### config.mk
export PLATFORM = sky130hd
export DESIGN_NAME = task_scheduler_flat
export DESIGN_NICKNAME = d
export VERILOG_FILES = /design/src/design/cpu_pkg.sv /design/src/design/ctx_if.sv /design/src/design/task_scheduler.sv /design/src/flat_wrapper.sv
export VERILOG_INCLUDE_DIRS = /design/src /design/src/design
export SDC_FILE = /design/constraint.sdc
export NUM_CORES = 1
export LEC_CHECK = 0
export ABC_AREA = 1
export BUFFER_PORTS_ARGS = -buffer_cell sky130_fd_sc_hd__buf_2
export CAP_MARGIN = 20
export CORE_UTILIZATION = 35
export CTS_BUF_LIST = sky130_fd_sc_hd__clkbuf_8
export DETAILED_ROUTE_END_ITERATION = 6
export HOLD_SLACK_MARGIN = 0.12
export PLACE_DENSITY = 0.87
export SLEW_MARGIN = 15
export SYNTH_ARGS = -nofsm -noshare
export SYNTH_HDL_FRONTEND = slang
export SYNTH_SLANG_ARGS = --single-unit
### constraint.sdc
create_clock -name clka -period 2.14 [get_ports clka]
set_input_delay 0.107 -clock clka [delete_from_list [all_inputs] [get_ports clka]]
set_output_delay 0.107 -clock clka [all_outputs]
set_load 0.1 [all_outputs]
### src/design/cpu_macros.svh
`ifndef CPU_MACROS_SVH
`define CPU_MACROS_SVH

// process contexts, all resident
`define NUM_PROC 4
`define PROC_W 2 // index bits, NUM_PROC is a power of two

// register file per process
`define NUM_REGS 8
`define REG_SEL_W 3 // low bits of the reg field pick the register
`define REG_FIELD_W 8 // reg field as encoded in the word
`define DATA_W 16 // registers and immediates

// instruction word is op | reg | imm
`define OP_W 8
`define INSTR_W 32

// program memory, 256 words split into equal spans
`define PROG_AW 8
`define PROC_SPAN 64 // base pc of process p is p * span

// scheduling and trace flow control
`define SLICE_LEN 3 // instructions per time slice
`define SLICE_W 2
`define TRACE_CREDITS 4 // credits held after reset
`define CREDIT_W 3 // counts 0..TRACE_CREDITS

`endif

### src/design/cpu_pkg.sv
`include "cpu_macros.svh"

package cpu_pkg;

  // kept opcodes, anything else runs as a no-op
  typedef enum logic [`OP_W-1:0] {
    OP_JMP       = 1,  // absolute jump
    OP_NUM2REG   = 4,  // reg = imm
    OP_REG_PLUS  = 5,  // reg += imm
    OP_REG_MINUS = 6,  // reg -= imm
    OP_EXIT      = 17  // process ends
  } opcode_e;

  // scheduler fsm
  typedef enum logic [2:0] {
    S_IDLE,   // waiting for start
    S_FETCH,  // pc to memory, holds while out of credits
    S_EXEC,   // issue to the current context
    S_SWITCH, // pick next active process
    S_HALT    // nothing left to run
  } sched_state_e;

endpackage

### src/design/ctx_if.sv
`include "cpu_macros.svh"

interface ctx_if;
  import cpu_pkg::*;

  // scheduler to contexts
  logic                     start;       // one cycle, arms every context
  logic                     issue_valid; // one instruction this cycle
  logic [`PROC_W-1:0]       issue_proc;  // target context
  opcode_e                  issue_op;
  logic [`REG_FIELD_W-1:0]  issue_reg;
  logic [`DATA_W-1:0]       issue_imm;

  // contexts back, element k belongs to context k
  logic [`PROG_AW-1:0]      pc_bus [`NUM_PROC];
  logic [`NUM_PROC-1:0]     active_vec;
  logic [`NUM_PROC-1:0]     res_valid;   // one cycle after issue
  logic [`DATA_W-1:0]       res_value [`NUM_PROC];

  // trace drain to scheduler
  logic                     credit_avail;

  modport sched (
    output start, issue_valid, issue_proc, issue_op, issue_reg, issue_imm,
    input  pc_bus, active_vec, credit_avail
  );

  modport ctx (
    input  start, issue_valid, issue_proc, issue_op, issue_reg, issue_imm,
    output pc_bus, active_vec, res_valid, res_value
  );

  // trace drain only needs the record fields, not the immediate
  modport mon (
    input  issue_valid, issue_proc, issue_op, issue_reg, res_valid, res_value,
    output credit_avail
  );

endinterface

### src/design/task_scheduler.sv
`include "cpu_macros.svh"

module task_scheduler (
  input  logic                  clka,
  input  logic                  rst,
  input  logic                  start,
  input  logic [`INSTR_W-1:0]   fetch_word,
  output logic [`PROG_AW-1:0]   fetch_addr,
  output logic                  done,
  ctx_if.sched                  bus
);
  import cpu_pkg::*;

  sched_state_e           state;
  logic [`PROC_W-1:0]     cur_proc;   // process owning the slice
  logic [`SLICE_W-1:0]    slice_cnt;  // issues so far in this slice
  logic [`PROC_W-1:0]     nxt_proc;
  logic                   nxt_found;
  logic                   slice_end;

  // fetch always follows the current process pc
  assign fetch_addr = bus.pc_bus[cur_proc];

  // start only counts while idle
  assign bus.start = start && (state == S_IDLE);

  // decode the fetched word, valid in EXEC
  assign bus.issue_valid = (state == S_EXEC);
  assign bus.issue_proc  = cur_proc;
  assign bus.issue_op    = opcode_e'(fetch_word[`INSTR_W-1 -: `OP_W]);
  assign bus.issue_reg   = fetch_word[`DATA_W +: `REG_FIELD_W];
  assign bus.issue_imm   = fetch_word[`DATA_W-1:0];

  assign done = (state == S_HALT); // held until reset

  // slice over after SLICE_LEN issues or on exit
  assign slice_end = (bus.issue_op == OP_EXIT) ||
                     (slice_cnt == `SLICE_W'(`SLICE_LEN - 1));

  // round robin search, starts after cur_proc and ends on it
  always_comb begin
    logic [`PROC_W-1:0] cand;
    nxt_found = 1'b0;
    nxt_proc  = cur_proc;
    for (int i = 1; i <= `NUM_PROC; i++) begin
      cand = cur_proc + `PROC_W'(i); // wraps by width
      if (!nxt_found && bus.active_vec[cand]) begin
        nxt_found = 1'b1;
        nxt_proc  = cand;
      end
    end
  end

  always_ff @(posedge clka) begin
    if (!rst) begin
      state     <= S_IDLE;
      cur_proc  <= '0;
      slice_cnt <= '0;
    end else begin
      case (state)
        S_IDLE: begin
          if (start) begin
            state     <= S_FETCH; // contexts go active on this edge
            cur_proc  <= '0;
            slice_cnt <= '0;
          end
        end
        S_FETCH: begin
          if (bus.credit_avail) begin
            state <= S_EXEC; // word arrives next cycle
          end
        end
        S_EXEC: begin
          if (slice_end) begin
            state     <= S_SWITCH;
            slice_cnt <= '0;
          end else begin
            state     <= S_FETCH;
            slice_cnt <= slice_cnt + 1'b1;
          end
        end
        S_SWITCH: begin
          // active_vec already shows an exit from the last issue
          if (nxt_found) begin
            state    <= S_FETCH;
            cur_proc <= nxt_proc;
          end else begin
            state <= S_HALT;
          end
        end
        S_HALT: state <= S_HALT;
        default: state <= S_IDLE;
      endcase
    end
  end

endmodule

### src/flat_wrapper.sv
// flat-port wrapper written by rule: the top's interface ports become plain ports
module task_scheduler_flat import cpu_pkg::*;
  (clka, rst, start, fetch_word, fetch_addr, done, bus_start, bus_issue_valid, bus_issue_proc, bus_issue_op, bus_issue_reg, bus_issue_imm, bus_pc_bus, bus_active_vec, bus_credit_avail);
  ctx_if bus_i ();
  input  logic clka;
  input  logic rst;
  input  logic start;
  input  logic [`INSTR_W-1:0] fetch_word;
  output logic [`PROG_AW-1:0] fetch_addr;
  output logic done;
  output wire logic [$bits(bus_i.start)-1:0] bus_start;
  output wire logic [$bits(bus_i.issue_valid)-1:0] bus_issue_valid;
  output wire logic [$bits(bus_i.issue_proc)-1:0] bus_issue_proc;
  output wire logic [$bits(bus_i.issue_op)-1:0] bus_issue_op;
  output wire logic [$bits(bus_i.issue_reg)-1:0] bus_issue_reg;
  output wire logic [$bits(bus_i.issue_imm)-1:0] bus_issue_imm;
  input wire logic [$bits(bus_i.pc_bus)-1:0] bus_pc_bus;
  input wire logic [$bits(bus_i.active_vec)-1:0] bus_active_vec;
  input wire logic [$bits(bus_i.credit_avail)-1:0] bus_credit_avail;
  assign bus_start = bus_i.start;
  assign bus_issue_valid = bus_i.issue_valid;
  assign bus_issue_proc = bus_i.issue_proc;
  assign bus_issue_op = bus_i.issue_op;
  assign bus_issue_reg = bus_i.issue_reg;
  assign bus_issue_imm = bus_i.issue_imm;
  assign bus_i.pc_bus = {>>{bus_pc_bus}};
  assign bus_i.active_vec = bus_active_vec;
  assign bus_i.credit_avail = bus_credit_avail;
  task_scheduler u_core (.clka(clka), .rst(rst), .start(start), .fetch_word(fetch_word), .fetch_addr(fetch_addr), .done(done), .bus(bus_i));
endmodule
[Word-level counts from Yosys, hierarchy flattened]
Cells that the tools add are included.
Word-level totals
  output and inout bits: 45
  register bits after elaboration: 7
  input port bits: 72
Operators by class
  multiplexer cells: 29
  add/subtract/negate cells: 4
  eq/ne operators: 11
  reductions and logical operators: 14
  bitwise operators: 1
  order comparisons: 5
Operators by type and width (count)
  $bmux W8 S2: 1
  $mux W2: 8
  $mux W8: 2
  $pmux W3 S5: 1
  $lt A2 B3 Y1 const B: 4
  $mux W3: 3
  $bmux W1 S2: 4
  $eq A8 B5 Y1 const B: 1
  $mux W1: 8
  $pmux W2 S2: 2
  $eq A3 B2 Y1 const B: 2
  $ne A2 B2 Y1 const B: 3
  $reduce_and A5 Y1: 1
  $add A2 B1 Y2 const B: 2
  $add A2 B2 Y2 const B: 2
  $logic_and A1 B1 Y1: 4
  $ne A4 B1 Y1 const B: 1
  $reduce_and A2 Y1: 2
  $reduce_bool A2 Y1: 2
  $eq A3 B1 Y1 const B: 1
  $eq A3 B3 Y1 const B: 1
  $ge A3 B3 Y1 const B: 1
  $logic_not A1 Y1: 3
  $logic_not A3 Y1: 1
  4 further kinds: 4

[Logic depth before layout (Yosys ltp)]
Gate-level depths: netlist (run 1).
  depth in word-level cells: 15
  depth in mapped cells: 12
  gate-level depth less buffers: 11

[Least setup slack after synthesis (run 1)]
Ideal clock, no wire load.
  path kind: register -> register
  from: reg u_core.state[2]
  to: reg u_core.state[2]
  period minus slack after synthesis: 2.901 ns
  setup time: 0.067 ns
  data arrival time: 2.834 ns
  stages on the path, launching flop included: 4
  path buffers: 0
  setup slack: -0.761 ns
  cells stage by stage: dfxtp_1 inv_1 nor3_1 o21a_1
On the way
  elaborated cells on any way between the ends: 9
  classes of those cells: 6 x eq/ne; 1 x mux; 2 x reduce/logical
RTL lines
  start: declaration: RTL line task_scheduler.sv:14  | sched_state_e state;
  start signal: assignment: RTL line task_scheduler.sv:56  | state <= S_IDLE;
  start signal: assignment: RTL line task_scheduler.sv:63  | state <= S_FETCH;
  start signal: assignment: RTL line task_scheduler.sv:70  | state <= S_EXEC;
  $eq A3 B3 Y1
  net done: RTL line flat_wrapper.sv:10  | output logic done;
  $pmux W3 S5: RTL line task_scheduler.sv:60  | case (state)
The timed path passes the listed nets, and every way through them passes these cells.
A chain may end at the register's enable or synchronous reset.

[Final worst setup path (run 1)]
  from: reg u_core.cur_proc[1] (netlist: u_core.bus.issue_proc[1])
  to: out fetch_addr[2]
On the way
  cells in the longest elaborated chain, start to end: 4
RTL lines
  start: declaration: RTL line task_scheduler.sv:15  | logic [`PROC_W-1:0] cur_proc;
  start signal: assignment: RTL line task_scheduler.sv:86  | cur_proc <= nxt_proc;
  $not A2 Y3 (not written as such): RTL line task_scheduler.sv:22  | assign fetch_addr = bus.pc_bus[cur_proc];
  $bmux W8 S2: RTL line task_scheduler.sv:22
  $mux W8 (not written as such) (2 in series): RTL line task_scheduler.sv:22
  end: declaration: RTL line flat_wrapper.sv:9  | output logic [`PROG_AW-1:0] fetch_addr;
No other way between the ends. The select of a mux whose other input is x is not followed.

==> qor.yml, run 1 <==
clock_skew_ns: 0.00209
critical_path_peak_fanout: 22
clk_pin_slew_worst_paths_ns: 0.04
layout.nets: 306
hold_viol: 0
yosys-top-cells-area: "buf_4 21%, nand2_1 16%, nand3_1 15%"
synth-seq-cells: 7
cts_tree: "yes"
worstMarginPinSlew_ns: 0.489
pin_count: 117
crit_required_ns: 2.03
cts_root_buffer: "clkbuf_8"
worstSetupEndpointType: "output pin"
crit_type: "register to output pin"
synth_nets: 270
syn_inst: 197
ctsHoldBuffers: 0
drv_cap: 0
dieHeight_um: 59.7
arrival_ns: 1.77
synth_fa_ha_area_share_pct: 1.07
path_cells: "inv_2, nand2_2, inv_1, a22oi_1, nand3_1, buf_2"
fin_crit_sh_pct: 87.9
route.detailed.drc: 0
synth_mux_area_share_pct: 0
period_needed_ns: 1.88
portBuffers: 68
synth-compound-area-share_pct: 9.23
layout_setup_ws_ns: 0.259
synth_top_area_share_pct: 21.2
start_util_pct: 37.6
status: "finished clean"
initialDrtViolationCount: 73
yosysWarnings: 0
synthTopCellsByCount: "49 x nand2_1, 35 x nand3_1, 33 x buf_4, 21 x inv_1, 10 x nand2_2"
place_congestion: 0.865
placed_area_um2: 1290
ys_seq_area_share_pct: 12.0
multi_input_area_um2: 657
async_reset_ff_share_pct: 0
critPathSlowestCell: "dfxtp_2"
synth_most_common_cell: "nand2_1"
post_cts_buffers: 0
nFillCells: 337
vias_per_cell: 4.70
clockBufferDepth: 2
synth_xor_area_share_pct: 0
grt_max_degree: 23
core_um2: 3100
power.leakage_nw: 0.770
area_growth_pct: 14.7
insertion_delay_ns: 0.23
final.setup.tns_ns: 0
grt_pass1_wl_mm: 4.14
synth_top_family_by_area: "simple AND/OR/NAND/NOR gates"
numCtsBuffers: 3
grt_remaining_overflow: 0
rows: 20
wl_per_cell_um: 9.61
relSlewSlack_pct: 67.6
firstDrtPassIters: 4
rsz0062_at_grt: "false"
synth_ff_type: "dfxtp_1"
grtUsageTotal_pct: 14.9
vdd_drop_max_v: 0.000369
h-tree-depth: 1
critPathLaunchType: "register"
synth_edf_count: 0
hold_class: "input pin to register"
drtAntennaViolNets: 0
fmax_mhz: 532
synth.distinct_cells: 24
avgSynthCellArea_um2: 5.92
diodes: 0
finalSetupViolCount: 0
die_x_um: 59.7
dpl.hpwl_mm: 2.14
antenna_found_initial: 0
fin_area_um2: 1340
cts_sinks: 7
regArea_um2: 145
yosys.area.top_type: "buf_4"
synthesis.area_um2: 1170
cts_resized: 0
slew_viol_final: 0
grt_pass1_vias: 1040
die_area_um2: 3570
synthSimpleGateAreaFrac_pct: 45.1
wirelength_mm: 2.65
cp_slowest_stage_delay_ns: 0.43
layout-drive-gt1-share_pct: 39.7
vias: 1296
pre_cts_ws_ns: 0.476
power_density_nw_per_um2: 1080
[kinds of logic (layout without fill, tap and decap cells)]
kind of cell,Yosys count,count (layout)
and+or+nand+nor,111,111
buffers and inverters,61,96
AOI/OAI and AO/OA,17,17
DFF,7,7
adders and majority gates,1,1
[final timing paths]
check	from	to	slack [ns]	cells past startpoint
worst min-delay path	rst	u_core.bus.issue_proc[1]$_SDFFE_PN0P_	0.16	3
worst max-delay path	u_core.bus.issue_proc[1]$_SDFFE_PN0P_	fetch_addr[2]	0.26	6
worst min register to register	u_core.slice_cnt[1]$_SDFFE_PN0P_	u_core.slice_cnt[1]$_SDFFE_PN0P_	0.47	2
worst max register to register	u_core.bus.issue_proc[1]$_SDFFE_PN0P_	u_core.bus.issue_proc[1]$_SDFFE_PN0P_	0.58	11
[routing by layer]
layer	vias up	share of wire, %	GRT usage, %
li1	681	-	-
met1	568	41	16.4
met2	45	49	27.3
met3	2	9.6	4.55
met4	0	0.72	4.32
met5	-	0	0
[through the flow]
step / hold WS (ns) / util, % / total power, mW / std cells
after global routing: 0.175 / 43.1 / 1.54 / 276
final: 0.159 / 43.1 / 1.44 / 276
after floorplan: 0.225 / - / 1.34 / 197
after CTS: 0.158 / 43.1 / 1.45 / 276
after global placement: 0.215 / 41.7 / 1.25 / 272
after detailed placement: 0.215 / 41.7 / 1.26 / 272
[where the power goes]
group	total [mW]	internal, mW	switching, mW
Combinational	1.04	0.221	0.817
Sequential	0.219	0.154	0.0650
Clock	0.186	0.124	0.0617
[layout by cell type (no fill, tap or decap), types with 3 or more instances in the layout]
cell	count
buf_2	68
nand2_1	49
nand3_1	35
inv_1	22
nand2_2	10
a22oi_1	7
a21oi_1	6
nor2_1	5
dfxtp_1	5
clkbuf_8	3
[critical path: cells and delay by family, from the launching register on]
| kind | cells | cell delay (ns) |
|---|---|---|
| and+or+nand+nor | 2 | 0.16 |
| DFF | 1 | 0.43 |
| buffers and inverters | 3 | 0.81 |
| AOI/OAI and AO/OA | 1 | 0.13 |
[flip-flops by register name, summed over array words and instances, names as in the netlist]
signal / count
u_core.state: 3
u_core.bus.issue_proc: 2
u_core.slice_cnt: 2
[cell type report]
cell class                      instances  area share [%]
Clock buffer                            3            3.09
Multi-Input combinational cell        129            49.1
Clock inverter                          1           0.281
Sequential cell                         7            10.9
Timing Repair Buffer                   68            25.4
Inverter                               24            7.11
Tap cell                               44            4.12
Note: power is estimated with default switching activity, not from simulation.
==> run 2, diff against run 1 <==
--- a/config.mk
+++ b/config.mk
@@ -6,14 +6,13 @@
 export SDC_FILE = /design/constraint.sdc
 export NUM_CORES = 1
 export LEC_CHECK = 0
-export ABC_AREA = 1
 export BUFFER_PORTS_ARGS = -buffer_cell sky130_fd_sc_hd__buf_2
 export CAP_MARGIN = 20
 export CORE_UTILIZATION = 35
 export CTS_BUF_LIST = sky130_fd_sc_hd__clkbuf_8
 export DETAILED_ROUTE_END_ITERATION = 6
 export HOLD_SLACK_MARGIN = 0.12
-export PLACE_DENSITY = 0.87
+export PLACE_DENSITY = 0.91
 export SLEW_MARGIN = 15
 export SYNTH_ARGS = -nofsm -noshare
 export SYNTH_HDL_FRONTEND = slang
==> constraint.sdc (replaced) <==
create_clock -name clka -period 2.41 [get_ports clka]
set_input_delay 0.1205 -clock clka [delete_from_list [all_inputs] [get_ports clka]]
set_output_delay 0.1205 -clock clka [all_outputs]
set_load 0.1 [all_outputs]
==> run 2 against run 1 <==
Critical endpoint is now fetch_addr[3]. Largest cell class unchanged. Count of clock-buffer cells in the layout stayed put. First-iteration DRC count is 60% lower. Critical path type unchanged. Synthesized cell count is 41% lower. Critical path depth is 4 lower. Die area is 11% lower.
==> qor.yml, run 2 <==
slew_viol_final: 0
cts_sinks: 7
wirelength_mm: 2.35
critical_path_peak_fanout: 18
largest_reg_flops: 3
ctsHoldBuffers: 0
grtUsageTotal_pct: 15.5
syn_inst: 116
status: "finished clean"
rsz0062_at_grt: "false"
final_cell_mix: "68 x buf_2, 8 x mux4_2, 6 x inv_1, 6 x dfxtp_1"
grt_remaining_overflow: 0
finalSetupViolCount: 0
synth_ff_type: "dfxtp_1"
synth_edf_count: 0
path_cells: "mux4_2, buf_2"
synth_top_area_share_pct: 23.9
drtAntennaViolNets: 0
yosys.area.top_type: "buf_4"
synth_most_common_cell: "buf_4"
async_reset_ff_share_pct: 0
worstMarginPinSlew_ns: 0.694
synthesis.area_um2: 1030
critPathSlowestCell: "dfxtp_1"
ys_seq_area_share_pct: 13.5
synth-seq-cells: 7
vias_per_cell: 5.29
synth_nets: 189
relSlewSlack_pct: 53.6
power_density_nw_per_um2: 493
cts_resized: 0
fin_crit_sh_pct: 77.5
post_cts_buffers: 0
initialDrtViolationCount: 29
power.leakage_nw: 0.535
route.detailed.drc: 0
cp_slowest_stage_delay_ns: 0.76
drv_cap: 0
synthTopCellsByCount: "33 x buf_4, 8 x mux4_2, 7 x dfxtp_1"
layout_commonest_cell: "buf_2"
post-route-util_pct: 42.6
h-tree-depth: 1
critPathLaunchType: "register"
grt_pass1_wl_mm: 3.91
clockBufferDepth: 2
cts_tree: "yes"
dieHeight_um: 56.4
clk_pin_slew_worst_paths_ns: 0.04
start_util_pct: 37.2
antenna_found_initial: 0
rows: 19
layout-drive-gt1-share_pct: 56.0
die_area_um2: 3180
yosys-top-cells-area: "buf_4 24%, mux4_2 17%, dfxtp_1 14%"
portBuffers: 68
cp.buffers_inverters: 1
layout.nets: 224
synth.distinct_cells: 35
pin_count: 117
clock_skew_ns: 0.00119
dpl.hpwl_mm: 1.92
worstSetupEndpointType: "output pin"
cts_root_buffer: "clkbuf_8"
vdd_drop_max_v: 0.000318
period_needed_ns: 1.87
firstDrtPassIters: 4
place_congestion: 0.734
diodes: 0
hold_class: "input pin to register"
crit_required_ns: 2.29
crit_type: "register to output pin"
hold_viol: 0
core_um2: 2780
insertion_delay_ns: 0.23
fmax_mhz: 536
die_x_um: 56.4
final.setup.tns_ns: 0
grt_max_degree: 21
numCtsBuffers: 3
area_growth_pct: 14.6
arrival_ns: 1.75
largest-register: "u_core.state"
wl_per_cell_um: 13.0
crit_family: "flip-flops"
yosysWarnings: 0
vias: 957
grt_pass1_vias: 934
avgSynthCellArea_um2: 8.92
## run 2: changes by cell type after synthesis, moves of 4 or more
cell	before	now
inv_1	21	5
mux4_2	0	8
buf_2	0	4
nor2b_1	0	5
nor3b_1	0	4
nand3_1	35	1
nand2_2	10	0
nand2_1	49	5
a22oi_1	7	0
nand2b_1	0	5
## run 2: routing by layer
layer	vias up	GRT usage [%]	part of all wire [%]
met1	433	15.6	38
met3	7	5.07	10
li1	463	-	-
met5	-	0	0
met4	0	5.57	1.5
met2	54	29.4	50
## run 2: kinds of logic after synthesis
logic type,count (synthesis),synth area share [%]
fa+ha+maj,1,1.21
simple gates,35,21.2
mux,11,20.3
flops,7,13.5
compound gates,19,15.0
buf+inv,43,28.8
## run 2: cell type report
class / count / area (um2)
clock inverter: 1 / 3.75
timing repair buffer: 68 / 340
sequential: 7 / 141
inverter: 5 / 18.8
tap: 31 / 38.8
multi-input combinational: 66 / 602
clock buffer: 3 / 41.3
fill: 269 / 1600
## run 2: path summary, 6_finish.rpt
path	slack, ns	depth (start not counted)	to	startpoint
max	0.54	2	fetch_addr[3]	u_core.bus.issue_proc[1]$_SDFFE_PN0P_
max reg2reg	0.71	4	u_core.bus.issue_proc[0]$_SDFFE_PN0P_	u_core.bus.issue_proc[1]$_SDFFE_PN0P_
min reg2reg	0.54	1	u_core.state[0]$_SDFFE_PN0P_	u_core.state[2]$_SDFFE_PN0P_
min	0.23	2	u_core.slice_cnt[1]$_SDFFE_PN0P_	rst
## run 2: power breakdown
| part | total, mW | leakage, nW | internal, mW | switching (mW) |
|---|---|---|---|---|
| Sequential | 0.139 | 0.0575 | 0.123 | 0.0159 |
| Combinational | 0.286 | 0.451 | 0.0796 | 0.207 |
| Clock | 0.159 | 0.0269 | 0.110 | 0.0495 |
| Total | 0.585 | 0.535 | 0.312 | 0.272 |
## run 2: metrics by stage
stage	setup slack [ns]	hold WS, ns	std cells	area [um2]	power (mW)
after floorplan	0.146	0.249	116	1040	0.559
after global placement	0.777	0.242	177	1140	0.424
after detailed placement	0.698	0.242	177	1140	0.426
after CTS	0.536	0.233	181	1190	0.587
after global routing	0.447	0.236	181	1190	0.613
final	0.543	0.228	181	1190	0.585
