==> config.mk <==
export PLATFORM = sky130hd
export DESIGN_NAME = trace_out_flat
export DESIGN_NICKNAME = d
export VERILOG_FILES = /design/src/design/cpu_pkg.sv /design/src/design/ctx_if.sv /design/src/design/trace_out.sv /design/src/flat_wrapper.sv
export VERILOG_INCLUDE_DIRS = /design/src /design/src/design
export SDC_FILE = /design/constraint.sdc
export NUM_CORES = 1
export LEC_CHECK = 0
export BUFFER_PORTS_ARGS = -buffer_cell sky130_fd_sc_hd__buf_2
export CAP_MARGIN = 5
export CORE_ASPECT_RATIO = 1.75
export CORE_UTILIZATION = 44
export CTS_CLUSTER_SIZE = 28
export DETAILED_ROUTE_END_ITERATION = 10
export HOLD_SLACK_MARGIN = 0.05
export PLACE_DENSITY = 0.8
export REMOVE_ABC_BUFFERS = 1
export SYNTH_ARGS = -nofsm -noshare
export SYNTH_HDL_FRONTEND = slang
export SYNTH_SLANG_ARGS = --single-unit
==> constraint.sdc <==
create_clock -name clka -period 2.1 [get_ports clka]
set_clock_uncertainty 0.15 [all_clocks]
set_input_delay 0.21 -clock clka [delete_from_list [all_inputs] [get_ports clka]]
set_output_delay 0.21 -clock clka [all_outputs]
set_load 0.1 [all_outputs]
==> src/design/cpu_macros.svh <==
`ifndef CPU_MACROS_SVH
`define CPU_MACROS_SVH

// process contexts, all resident
`define NUM_PROC 4
`define PROC_W 2 // index bits, NUM_PROC is a power of two

// register file per process
`define NUM_REGS 8
`define REG_SEL_W 3 // low bits of the reg field pick the register
`define REG_FIELD_W 8 // reg field as encoded in the word
`define DATA_W 16 // registers and immediates

// instruction word is op | reg | imm
`define OP_W 8
`define INSTR_W 32

// program memory, 256 words split into equal spans
`define PROG_AW 8
`define PROC_SPAN 64 // base pc of process p is p * span

// scheduling and trace flow control
`define SLICE_LEN 3 // instructions per time slice
`define SLICE_W 2
`define TRACE_CREDITS 4 // credits held after reset
`define CREDIT_W 3 // counts 0..TRACE_CREDITS

`endif

==> src/design/cpu_pkg.sv <==
`include "cpu_macros.svh"

package cpu_pkg;

  // kept opcodes, anything else runs as a no-op
  typedef enum logic [`OP_W-1:0] {
    OP_JMP       = 1,  // absolute jump
    OP_NUM2REG   = 4,  // reg = imm
    OP_REG_PLUS  = 5,  // reg += imm
    OP_REG_MINUS = 6,  // reg -= imm
    OP_EXIT      = 17  // process ends
  } opcode_e;

  // scheduler fsm
  typedef enum logic [2:0] {
    S_IDLE,   // waiting for start
    S_FETCH,  // pc to memory, holds while out of credits
    S_EXEC,   // issue to the current context
    S_SWITCH, // pick next active process
    S_HALT    // nothing left to run
  } sched_state_e;

endpackage

==> src/design/ctx_if.sv <==
`include "cpu_macros.svh"

interface ctx_if;
  import cpu_pkg::*;

  // scheduler to contexts
  logic                     start;       // one cycle, arms every context
  logic                     issue_valid; // one instruction this cycle
  logic [`PROC_W-1:0]       issue_proc;  // target context
  opcode_e                  issue_op;
  logic [`REG_FIELD_W-1:0]  issue_reg;
  logic [`DATA_W-1:0]       issue_imm;

  // contexts back, element k belongs to context k
  logic [`PROG_AW-1:0]      pc_bus [`NUM_PROC];
  logic [`NUM_PROC-1:0]     active_vec;
  logic [`NUM_PROC-1:0]     res_valid;   // one cycle after issue
  logic [`DATA_W-1:0]       res_value [`NUM_PROC];

  // trace drain to scheduler
  logic                     credit_avail;

  modport sched (
    output start, issue_valid, issue_proc, issue_op, issue_reg, issue_imm,
    input  pc_bus, active_vec, credit_avail
  );

  modport ctx (
    input  start, issue_valid, issue_proc, issue_op, issue_reg, issue_imm,
    output pc_bus, active_vec, res_valid, res_value
  );

  // trace drain only needs the record fields, not the immediate
  modport mon (
    input  issue_valid, issue_proc, issue_op, issue_reg, res_valid, res_value,
    output credit_avail
  );

endinterface

==> src/design/trace_out.sv <==
`include "cpu_macros.svh"

module trace_out (
  input  logic                      clka,
  input  logic                      rst,
  input  logic                      credit_return,  // one credit per high cycle
  ctx_if.mon                        bus,
  output logic                      trace_valid,
  output logic [`PROC_W-1:0]        trace_proc,
  output cpu_pkg::opcode_e          trace_op,
  output logic [`REG_FIELD_W-1:0]   trace_reg,
  output logic [`DATA_W-1:0]        trace_value
);
  import cpu_pkg::*;

  logic                       pend_valid;  // issued last cycle, result due now
  logic [`PROC_W-1:0]         pend_proc;
  opcode_e                    pend_op;
  logic [`REG_FIELD_W-1:0]    pend_reg;
  logic [`CREDIT_W-1:0]       credit_cnt;

  assign bus.credit_avail = (credit_cnt != '0);

  // credits: issue takes one, return gives one back
  always_ff @(posedge clka) begin
    if (!rst) begin
      credit_cnt <= `CREDIT_W'(`TRACE_CREDITS);
    end else begin
      case ({credit_return, bus.issue_valid})
        2'b10:   credit_cnt <= credit_cnt + 1'b1;
        2'b01:   credit_cnt <= credit_cnt - 1'b1;
        default: credit_cnt <= credit_cnt; // both or neither
      endcase
    end
  end

  // control of both stages
  always_ff @(posedge clka) begin
    if (!rst) begin
      pend_valid  <= 1'b0;
      trace_valid <= 1'b0;
    end else begin
      pend_valid  <= bus.issue_valid;
      trace_valid <= pend_valid && bus.res_valid[pend_proc];
    end
  end

  // stage 1 holds the issue fields, stage 2 adds the context result
  always_ff @(posedge clka) begin
    if (bus.issue_valid) begin
      pend_proc <= bus.issue_proc;
      pend_op   <= bus.issue_op;
      pend_reg  <= bus.issue_reg;
    end
    if (pend_valid) begin
      trace_proc  <= pend_proc;
      trace_op    <= pend_op;
      trace_reg   <= pend_reg;
      trace_value <= bus.res_value[pend_proc];
    end
  end

endmodule

==> src/flat_wrapper.sv <==
// flat-port wrapper written by rule: the top's interface ports become plain ports
module trace_out_flat import cpu_pkg::*;
  (clka, rst, credit_return, trace_valid, trace_proc, trace_op, trace_reg, trace_value, bus_issue_valid, bus_issue_proc, bus_issue_op, bus_issue_reg, bus_res_valid, bus_res_value, bus_credit_avail);
  ctx_if bus_i ();
  input  logic clka;
  input  logic rst;
  input  logic credit_return;
  output logic trace_valid;
  output logic [`PROC_W-1:0] trace_proc;
  output cpu_pkg::opcode_e trace_op;
  output logic [`REG_FIELD_W-1:0] trace_reg;
  output logic [`DATA_W-1:0] trace_value;
  input wire logic [$bits(bus_i.issue_valid)-1:0] bus_issue_valid;
  input wire logic [$bits(bus_i.issue_proc)-1:0] bus_issue_proc;
  input wire logic [$bits(bus_i.issue_op)-1:0] bus_issue_op;
  input wire logic [$bits(bus_i.issue_reg)-1:0] bus_issue_reg;
  input wire logic [$bits(bus_i.res_valid)-1:0] bus_res_valid;
  input wire logic [$bits(bus_i.res_value)-1:0] bus_res_value;
  output wire logic [$bits(bus_i.credit_avail)-1:0] bus_credit_avail;
  assign bus_i.issue_valid = bus_issue_valid;
  assign bus_i.issue_proc = bus_issue_proc;
  assign bus_i.issue_op = bus_issue_op;
  assign bus_i.issue_reg = bus_issue_reg;
  assign bus_i.res_valid = bus_res_valid;
  assign bus_i.res_value = {>>{bus_res_value}};
  assign bus_credit_avail = bus_i.credit_avail;
  trace_out u_core (.clka(clka), .rst(rst), .credit_return(credit_return), .bus(bus_i), .trace_valid(trace_valid), .trace_proc(trace_proc), .trace_op(trace_op), .trace_reg(trace_reg), .trace_value(trace_value));
endmodule
; After elaboration in Yosys (flattened, before gate mapping)
; Cells that the tools add are included.
[totals]
ff_bits = 57
output_inout_bits = 36
word_cells = 26
[op_classes]
add_sub_neg = 2
magnitude_cmp = 2
eq_ne = 2
muxes = 6
bitwise_logic = 1
n_reduce_logical = 3
[op_table]
columns = operator, n
row1 = binary-select mux 16 bit (select 2 bit), 1
row2 = two-way mux 16 bit, 2
row3 = case mux 3 bit (2 select lines), 1
row4 = "adder 3 x 1 -> 3 bit, second input constant", 1
row5 = ">= comparator 3 bit, second input constant", 1
row6 = "< comparator 2 x 3 -> 1 bit, second input constant", 1
row7 = NOT 2 -> 3 bit, 1
row8 = nonzero test 3 bit, 1
row9 = "subtractor 3 x 1 -> 3 bit, second input constant", 1
row10 = binary-select mux 1 bit (select 2 bit), 1
row11 = "equality test 2 x 1 -> 1 bit, second input constant", 1
row12 = "equality test 2 bit, second input constant", 1
row13 = nonzero test 2 bit, 1
row14 = logical AND 1 bit, 1
row15 = two-way mux 1 bit, 1

; Longest topological paths before layout
; Gate-level depths: netlist of run 1.
[depth]
depth_word = 4
depth_mapped = 6
ltp_nobuf = 6

; Worst setup path before layout of run 1
; Ideal clock, no wire load.
[synth_path]
path_kind = register to register
from = register u_core.pend_valid
to = register u_core.trace_op[0], enable pin
setup_ns = 0.394
t_arrival_ns = 1.027
t_required_ns = 1.556
path_slack_ns = 0.530
path_stages_with_launch = 1
synth_period_minus_slack_ns = 1.570
cell_sequence = dfxtp_1
[synth_rtl]
columns = item, line_no
row1 = from (decl), trace_out.sv:16  ; logic pend_valid;
row2 = from (signal assigned), trace_out.sv:43  ; pend_valid <= bus.issue_valid;
row3 = to (signal assigned), trace_out.sv:57  ; trace_op <= pend_op;
row4 = to (decl), trace_out.sv:10  ; output cpu_pkg::opcode_e trace_op,
; No word-level cell between the ends.

; Worst setup path in the final report of run 1
[layout_path]
from = register u_core.pend_proc[0]
to = register u_core.trace_value[3] (data pin)
[layout_between]
elab_chain_cells = 4
[layout_lines]
columns = item, line_no
row1 = from (decl), trace_out.sv:17  ; logic [`PROC_W-1:0] pend_proc;
row2 = from (signal assigned), trace_out.sv:51  ; pend_proc <= bus.issue_proc;
row3 = NOT 2 -> 3 bit (implied by the code), trace_out.sv:59  ; trace_value <= bus.res_value[pend_proc];
row4 = binary-select mux 16 bit (select 2 bit), trace_out.sv:59
row5 = two-way mux 16 bit (implied by the code) (2 in a row), trace_out.sv:59
row6 = to (signal assigned), trace_out.sv:59
row7 = to (decl), trace_out.sv:12  ; output logic [`DATA_W-1:0] trace_value
; Every way passes these cells. The select of a mux whose other input is x is not followed.
; A chain may end at the register's enable or synchronous reset.

==> metrics.csv, run 1 <==
metric,value,unit
switching_share,0.293,
firstDrtPassIters,4,
path_cells,buf_4 -> mux4_1,
power.leakage,0.00142,uW
status,"complete, no violations",
hold_violations,0,
synth.distinct_cells,20,
pwr-share-seq,0.441,
route.detailed.wl_per_inst,16.8,um
slew_viol_final,0,
synth_seq_area_share,0.743,
tritoncts,yes,
layout.nets,342,
grt_max_degree,26,
cts_setup_buffers,0,
ir_worst_vdd,0.781,mV
initial_core_util,0.453,
boundaryPins,126,
final.setup.tns,0,ns
clkSinkCount,57,
period_needed,1.72,ns
setup_viol,0,
syn-cell-area,0.00224,sq mm
slowest_stage,mux4_1,
period_share,0.817,
synth_top_area_share,0.698,
clkPwrFrac,0.349,
power.density,934,mW/mm^2
overflow,0,
synth_area_leaders,"edfxtp_1, mux4_1, mux4_2",
synth_cells,95,
critical_path_class,register to register,
fmax,583,MHz
drv_cap,0,
drcViolationCount,0,
ant_nets,0,
die_x,55.9,um
drt_iter0_drc,44,
setup_ws,0.385,ns
port_buffers,125,
tightestPinTransition,0.529,ns
num_vias,1517,
layout_common_cells,"buf_2, edfxtp_1, dlygate4sd3_1",
core_area,0.00493,sq mm
antenna_cells,0,
seqCellArea,0.00166,sq mm
largest_register,u_core.trace_value,
die_height,96.3,um
rsz0062_at_grt,false,
viasPerCell,4.91,
fillerInstances,356,
cts_buffer_depth,2,
arrival,1.63,ns
dp_hpwl,3550,um
ys_ff_latch,57,
multiInputGateArea,529,sq um
power,3110,uW
path_max_fanout,20,
syn_to_final_growth,49.0,%
startpoint_type,register,
cts_max_level,3,
cts_made_buffers,9,
yosys_warnings,0,
dp_slack,0.393,ns
comb_power_share,0.210,
relSlewSlack,0.647,
die_area,0.00538,sq mm
rows,34,
drive_above_1_share,0.592,
cpPeakStageDelay,0.62,ns
route.final.wire_length,5180,um
final_common_cell,buf_2,
antenna_found_initial,0,
cts_root_buffer,clkbuf_8,
clk_latency,0.33,ns
p_int,2200,uW
grt_use_total,0.194,
yosysTopAreaCell,edfxtp_1,
first_global_vias,1462,
routabilityCongestion,0.687,
p_switching,913,uW
avgSynthCellArea,23.5,sq um
path_clk_slew,0.06,ns
crit_path_end_kind,register,
cp.required,2.01,ns
grt_pass1_wl,7220,um
largest_register_ffs,16,
hold_class,primary input to register,
==> per-stage QoR <==
| step | instances | area, sq um | util | hold WS, ns |
|---|---|---|---|---|
| 6_report | 309 | 3330 | 0.675 | 0.0665 |
| 5_1_grt | 309 | 3330 | 0.675 | 0.0785 |
| 4_1_cts | 309 | 3330 | 0.675 | 0.0537 |
| 3_5_place_dp | 274 | 2930 | 0.594 | 0.238 |
| 3_3_place_gp | 274 | 2930 | 0.594 | 0.237 |
| 2_1_floorplan | 91 | 2190 | - | 0.132 |
==> power groups by stage <==
stage	Clock (uW)	Combinational, uW	Sequential (uW)
4_1_cts	1100	655	1370
3_3_place_gp	0	613	1390
5_1_grt	1140	680	1380
6_report	1090	654	1370
3_5_place_dp	0	626	1400
2_1_floorplan	0	113	1740
==> synthesized netlist by cell type <==
library cell and instances:
nor2b_1 1, a211oi_1 2, nand3_1 1, buf_2 2
fa_1 1, inv_1 1, ha_1 1, and2_1 2
dfxtp_1 5, mux2i_1 2, buf_6 1, xnor2_1 2
edfxtp_1 52, nand2_1 1, mux4_2 8, and2b_2 1
buf_12 1, mux4_1 8, o21ai_0 1, or3_1 2
==> routing by layer <==
layer | vias to the layer above | GRT usage | routed length, um
li1 | 714 | - | -
met1 | 722 | 0.214 | 1920
met2 | 69 | 0.324 | 2790
met3 | 12 | 0.0753 | 309
met4 | 0 | 0.104 | 157
met5 | - | 0 | 0
==> repair_timing <==
action                     CTS  global route
setup endpoints to repair    0             0
hold endpoints to repair    23             0
gates resized for setup      0             0
hold buffers                19             0
==> cell families after synthesis <==
family                   after synthesis  share of synthesized area
AO/OA/AOI/OAI                          3                    0.00895
XOR/XNOR                               2                    0.00784
adder cells (fa/ha/maj)                2                     0.0145
buffers and inverters                  5                     0.0201
flip-flops                            57                      0.743
multiplexers                          18                      0.184
AND/OR/NAND/NOR                        8                     0.0218
==> worst max-delay path: cells and delay by family (launching register included) <==
family	cells	cell delay [ns]
buf+inv	1	0.32
flops	1	0.34
mux	1	0.62
==> layout make-up <==
| type | count | share of cell area |
|---|---|---|
| Sequential cell | 57 | 0.499 |
| Timing Repair Buffer | 148 | 0.258 |
| Multi-Input combinational cell | 33 | 0.159 |
| Clock buffer | 10 | 0.0383 |
| Clock inverter | 6 | 0.0248 |
| Tap cell | 54 | 0.0203 |
| Inverter | 1 | 0.00113 |
==> worst paths after layout <==
path	startpoint	endpoint	slack [ns]	cells after the start
worst max-delay path	u_core.pend_proc[0]$_DFFE_PP_	u_core.trace_value[3]$_DFFE_PP_	0.38	2
worst min-delay path	bus_res_valid[2]	u_core.trace_valid$_SDFF_PN0_	0.07	3
worst max register to register	u_core.pend_proc[0]$_DFFE_PP_	u_core.trace_value[3]$_DFFE_PP_	0.38	2
worst min register to register	u_core.pend_reg[7]$_DFFE_PP_	u_core.trace_reg[7]$_DFFE_PP_	0.27	0
Power figures use the tool's default switching activity.
==> inputs of run 2 (changes only) <==
- CORE_UTILIZATION: 44 -> 39
- PLACE_DENSITY: 0.8 -> 0.75
- clock period: 2.1 -> 1.5 ns (I/O delays scaled with it)
==> metrics.csv, run 2 (synthesis results as in run 1) <==
metric,value,unit,change
setup_viol,11,,+11
place_inst,302,,+10%
period_share,1.06,,
grt_max_degree,26,,unchanged
startpoint_type,register,,
boundaryPins,126,,unchanged
die_height,102,um,+6.1%
first_global_vias,1622,,+11%
dp_hpwl,3970,um,+12%
layout.cells.non_filler,348,,+13%
port_buffers,125,,unchanged
die_area,0.00605,sq mm,+12%
largest_register,u_core.trace_value,,
final.setup.tns,-0.224,ns,-0.224 ns
power.leakage,0.00148,uW,+4.1%
num_vias,1578,,+4.0%
setup_ws,-0.0843,ns,-0.469 ns
clk_latency,0.31,ns,-0.02 ns
slowest_stage,or3_4,,
ant_nets,0,,unchanged
status,"finished, violations left",,
power.density,1250,mW/mm^2,+34%
violations,setup timing,,
antenna_cells,0,,unchanged
period_needed,1.58,ns,
core_area,0.00554,sq mm,+12%
slew_viol_final,0,,unchanged
rsz0062_at_grt,true,,
drive_above_1_share,0.636,,+0.0439
route.final.wire_length,5230,um,+0.89%
tritoncts,yes,,
critical_path_class,register to primary output,,
viasPerCell,4.53,,-7.6%
wl_met2,2950,um,+5.6%
arrival,1.28,ns,-0.35 ns
cpPeakStageDelay,0.37,ns,-0.25 ns
largest_register_ffs,16,,unchanged
path_clk_slew,0.06,ns,about the same
relSlewSlack,0.661,,+0.0136
syn_to_final_growth,57.2,%,
path_max_fanout,2,,-90%
crit_path_end_kind,primary output,,
grt_pass1_wl,7360,um,+1.8%
wl_met3,233,um,-25%
die_x,59.2,um,+6.0%
firstDrtPassIters,3,,-1
seqCellArea,0.00166,sq mm,about the same
drcViolationCount,0,,unchanged
hold_class,primary input to register,,
cts_made_buffers,9,,unchanged
layout_common_cells,"buf_2, edfxtp_1, dlygate4sd3_1",,
cts_root_buffer,clkbuf_8,,
overflow,0,,unchanged
fmax,631,MHz,
cts_buffer_depth,2,,unchanged
drv_cap,0,,unchanged
initial_core_util,0.404,,-0.0495
multiInputGateArea,519,sq um,-1.9%
top_layer_used,met4,,
cp.required,1.20,ns,-0.81 ns
hold_violations,0,,unchanged
rows,36,,+5.9%
grt_use_total,0.172,,-0.0214
route.detailed.wl_per_inst,15.0,um,-10%
routabilityCongestion,0.670,,-2.4%
clkSinkCount,57,,unchanged
final_common_cell,buf_2,,
path_cells,buf_6 -> or3_4 -> buf_12,,
cts_max_level,3,,unchanged
route.layer.met1.wl,1870,um,-2.8%
ir_worst_vdd,0.623,mV,-20%
antenna_found_initial,0,,unchanged
drt_iter0_drc,47,,+6.8%
holdWs,0.0706,ns,+0.00412 ns
layout.nets,359,,+5.0%
tightestPinTransition,0.513,ns,-0.0161 ns
fillerInstances,427,,+20%
==> run 2: cell types whose count changed in the layout (fill, tap and decap cells not counted), moves of 4 or more <==
cell           before  now
mux4_1              8    0
buf_4               3    9
buf_6               0    4
mux4_2              8   16
dlygate4sd3_1      19   27
==> run 2: final cells by class <==
cell class / count / share of cell area
Sequential cell: 57 / 0.473
Timing Repair Buffer: 165 / 0.291
Multi-Input combinational cell: 33 / 0.148
Clock buffer: 10 / 0.0363
Tap cell: 76 / 0.0271
Clock inverter: 6 / 0.0235
Inverter: 1 / 0.00107
==> run 2: per-layer routing <==
metal | vias to the layer above | track usage
met5 | - | 0
met4 | 0 | 0.106
met3 | 14 | 0.0456
met2 | 70 | 0.300
met1 | 755 | 0.179
li1 | 739 | -
==> run 2: repair_timing <==
| item | 4_1_cts | 5_1_grt |
|---|---|---|
| endpoints found under the hold margin | 26 | 0 |
| resized for setup | 17 | 5 |
| hold buffers | 27 | 0 |
| cloned | 1 | 0 |
| setup endpoints to repair | 9 | 19 |
| setup buffers | 2 | 0 |
| pin swaps | 1 | 3 |
==> run 2: worst max-delay path, delay by kind of cell, from the launching register on <==
| family | cells | cell delay [ns] |
|---|---|---|
| buffers and inverters | 2 | 0.28 |
| DFF | 1 | 0.32 |
| and+or+nand+nor | 1 | 0.37 |
==> run 2: path summary, 6_finish.rpt <==
check	start	endpoint	slack (ns)	depth (start not counted)
setup / recovery	u_core.credit_cnt[0]$_SDFFE_PN0P_	bus_credit_avail	-0.08	3
hold reg to reg	u_core.pend_reg[7]$_DFFE_PP_	u_core.trace_reg[7]$_DFFE_PP_	0.27	0
setup reg to reg	u_core.pend_proc[0]$_DFFE_PP_	u_core.trace_value[6]$_DFFE_PP_	-0.03	2
hold / removal	bus_res_value[8]	u_core.trace_value[8]$_DFFE_PP_	0.07	2
==> run 2: through the flow <==
stage                     total power, uW   util  instance area (sq um)  setup WS (ns)
after floorplan                      2600      -                   2190         -0.388
after global placement               2820  0.540                   2990        -0.0789
after detailed placement             2850  0.540                   2990         -0.115
after CTS                            4430  0.634                   3510         -0.117
after global routing                 4560  0.634                   3510         -0.117
final                                4400  0.634                   3510        -0.0843
==> run 2: where the power goes <==
part / total (uW) / switching (uW) / leakage [uW] / internal (uW)
logic: 1000 / 661 / 0.000845 / 343
clock network: 1470 / 550 / 0.0000976 / 923
registers: 1920 / 39.8 / 0.000537 / 1880
total: 4400 / 1250 / 0.00148 / 3150
==> inputs of run 3 (changes only) <==
- CORE_UTILIZATION: 39 -> 35
- PLACE_DENSITY: 0.75 -> 0.68
==> metrics.csv, run 3 (synthesis results as in run 1) <==
metric,value,unit,change
status,"finished, violations left",,
violations,setup timing,,
fillerInstances,484,,+13%
ff2ff_setup_slack,-0.04,ns,about the same
tightestPinTransition,0.502,ns,-0.0107 ns
initial_core_util,0.362,,-0.0418
die_x,62.4,um,+5.4%
overflow,0,,unchanged
slew_viol_final,0,,unchanged
path_max_fanout,2,,unchanged
startpoint_type,register,,
layout_common_cells,"buf_2, dlygate4sd3_1, edfxtp_1",,
fmax,618,MHz,-2.1%
core_area,0.00618,sq mm,+12%
clk_latency,0.33,ns,+0.02 ns
hp-start,bus_res_value[13],,
tritoncts,yes,,
rr_startpoint,u_core.pend_proc[0]$_DFFE_PP_,,
rows,38,,+5.6%
relSlewSlack,0.668,,+0.00710
route.detailed.wl_per_inst,15.2,um,+1.1%
arrival,1.32,ns,+0.04 ns
hold_violations,0,,unchanged
drt_iter0_drc,101,,+110%
cpPeakStageDelay,0.38,ns,about the same
fin_util,0.624,,-0.0101
ir_worst_vdd,0.599,mV,-4.0%
rsz0062_at_grt,true,,
power,4240,uW,-3.6%
met1_usage,0.188,,+0.00923
design_area,0.00386,sq mm,+9.8%
grt_use_total,0.186,,+0.0136
grt_use_met2,0.332,,+0.0316
largest_register,u_core.trace_value,,
grt_max_degree,24,,-7.7%
route.final.wire_length,5920,um,+13%
path_clk_slew,0.06,ns,about the same
power.leakage,0.00163,uW,+10%
grt_pass1_wl,8950,um,+22%
antenna_found_initial,0,,unchanged
drcViolationCount,0,,unchanged
cts_made_buffers,9,,unchanged
setup_ws,-0.118,ns,-0.0341 ns
final_common_cell,buf_2,,
dp_slack,-0.103,ns,+0.0122 ns
layout.nets,397,,+11%
period_share,1.08,,+0.0227
crit_start,u_core.credit_cnt[0]$_SDFFE_PN0P_,,
routabilityCongestion,0.783,,+17%
cp_top_family,simple AND/OR/NAND/NOR gates,,
cts_buffer_depth,2,,unchanged
hold_class,primary input to register,,
num_vias,1758,,+11%
clkSinkCount,57,,unchanged
final.setup.tns,-0.414,ns,-0.189 ns
dp_hpwl,3710,um,-6.6%
cts_max_level,3,,unchanged
syn_to_final_growth,72.6,%,
setup_viol,16,,+5
period_needed,1.62,ns,+0.0341 ns
drive_above_1_share,0.558,,-0.0780
path_buf_inv,2,,unchanged
crit_path_end_kind,primary output,,
die_height,108,um,+5.4%
antenna_cells,0,,unchanged
power.density,1100,mW/mm^2,-12%
boundaryPins,126,,unchanged
firstDrtPassIters,4,,+1
cp.required,1.20,ns,about the same
use_met3,0.0360,,-0.00955
critical_path_class,register to primary output,,
path_cells,buf_6 -> or3_4 -> buf_12,,
drv_cap,0,,unchanged
ant_nets,0,,unchanged
cts_root_buffer,clkbuf_8,,
largest_register_ffs,16,,unchanged
die_area,0.00672,sq mm,+11%
first_global_vias,1868,,+15%
viasPerCell,4.51,,-0.59%
grt-busiest-layer,met2,,
postPlaceCellArea,0.00299,sq mm,about the same
port_buffers,125,,unchanged
slowest_stage,or3_4,,
==> run 3: changes by cell type in the layout (fill, tap and decap cells not counted) <==
cell and delta:
buf_6 -1, clkinv_1 -2, clkbuf_1 +4, dlygate4sd3_1 +36, buf_8 +1, clkinvlp_4 -2
bufinv_16 -2, buf_4 +2, clkbuf_8 +2
==> run 3: report_power, final <==
group	total (uW)	internal (uW)	switching [uW]
clock	1220	693	531
combinational	1100	414	682
sequential	1920	1880	40.6
total	4240	2990	1250
==> run 3: per-layer routing <==
layer  up-vias  routed length, um
met4         0                186
met3        18                239
met2        78               3480
met1       847               2010
met5         -                  0
li1        815                  -
==> run 3: final cells by class <==
| cell class | count | area [sq um] | area share |
|---|---|---|---|
| Tap cell | 80 | 100 | 0.0259 |
| Timing Repair Buffer | 203 | 1400 | 0.363 |
| Clock buffer | 16 | 170 | 0.0441 |
| Inverter | 1 | 3.75 | 0.000973 |
| Multi-Input combinational cell | 33 | 519 | 0.135 |
| Sequential cell | 57 | 1660 | 0.431 |
==> run 3: path summary, 6_finish.rpt <==
check,to,cells past startpoint
min reg2reg,u_core.trace_reg[4]$_DFFE_PP_,0
max,bus_credit_avail,3
min,u_core.trace_value[13]$_DFFE_PP_,2
max reg2reg,u_core.trace_value[6]$_DFFE_PP_,2
==> run 3: through the flow <==
step           cells  hold slack [ns]
6_report         390           0.0698
5_1_grt          390           0.0593
4_1_cts          389           0.0508
3_5_place_dp     305            0.178
3_3_place_gp     305            0.178
2_1_floorplan     91           0.0718
==> run 3: timing repair <==
action / CTS / global route
hold endpoints to repair: 36 / 0
hold buffers: 63 / 0
endpoints found under the setup margin: 16 / 19
pin swaps: 1 / 3
buffers inserted: 4 / 1
gates cloned: 1 / 0
resized for setup: 22 / 1
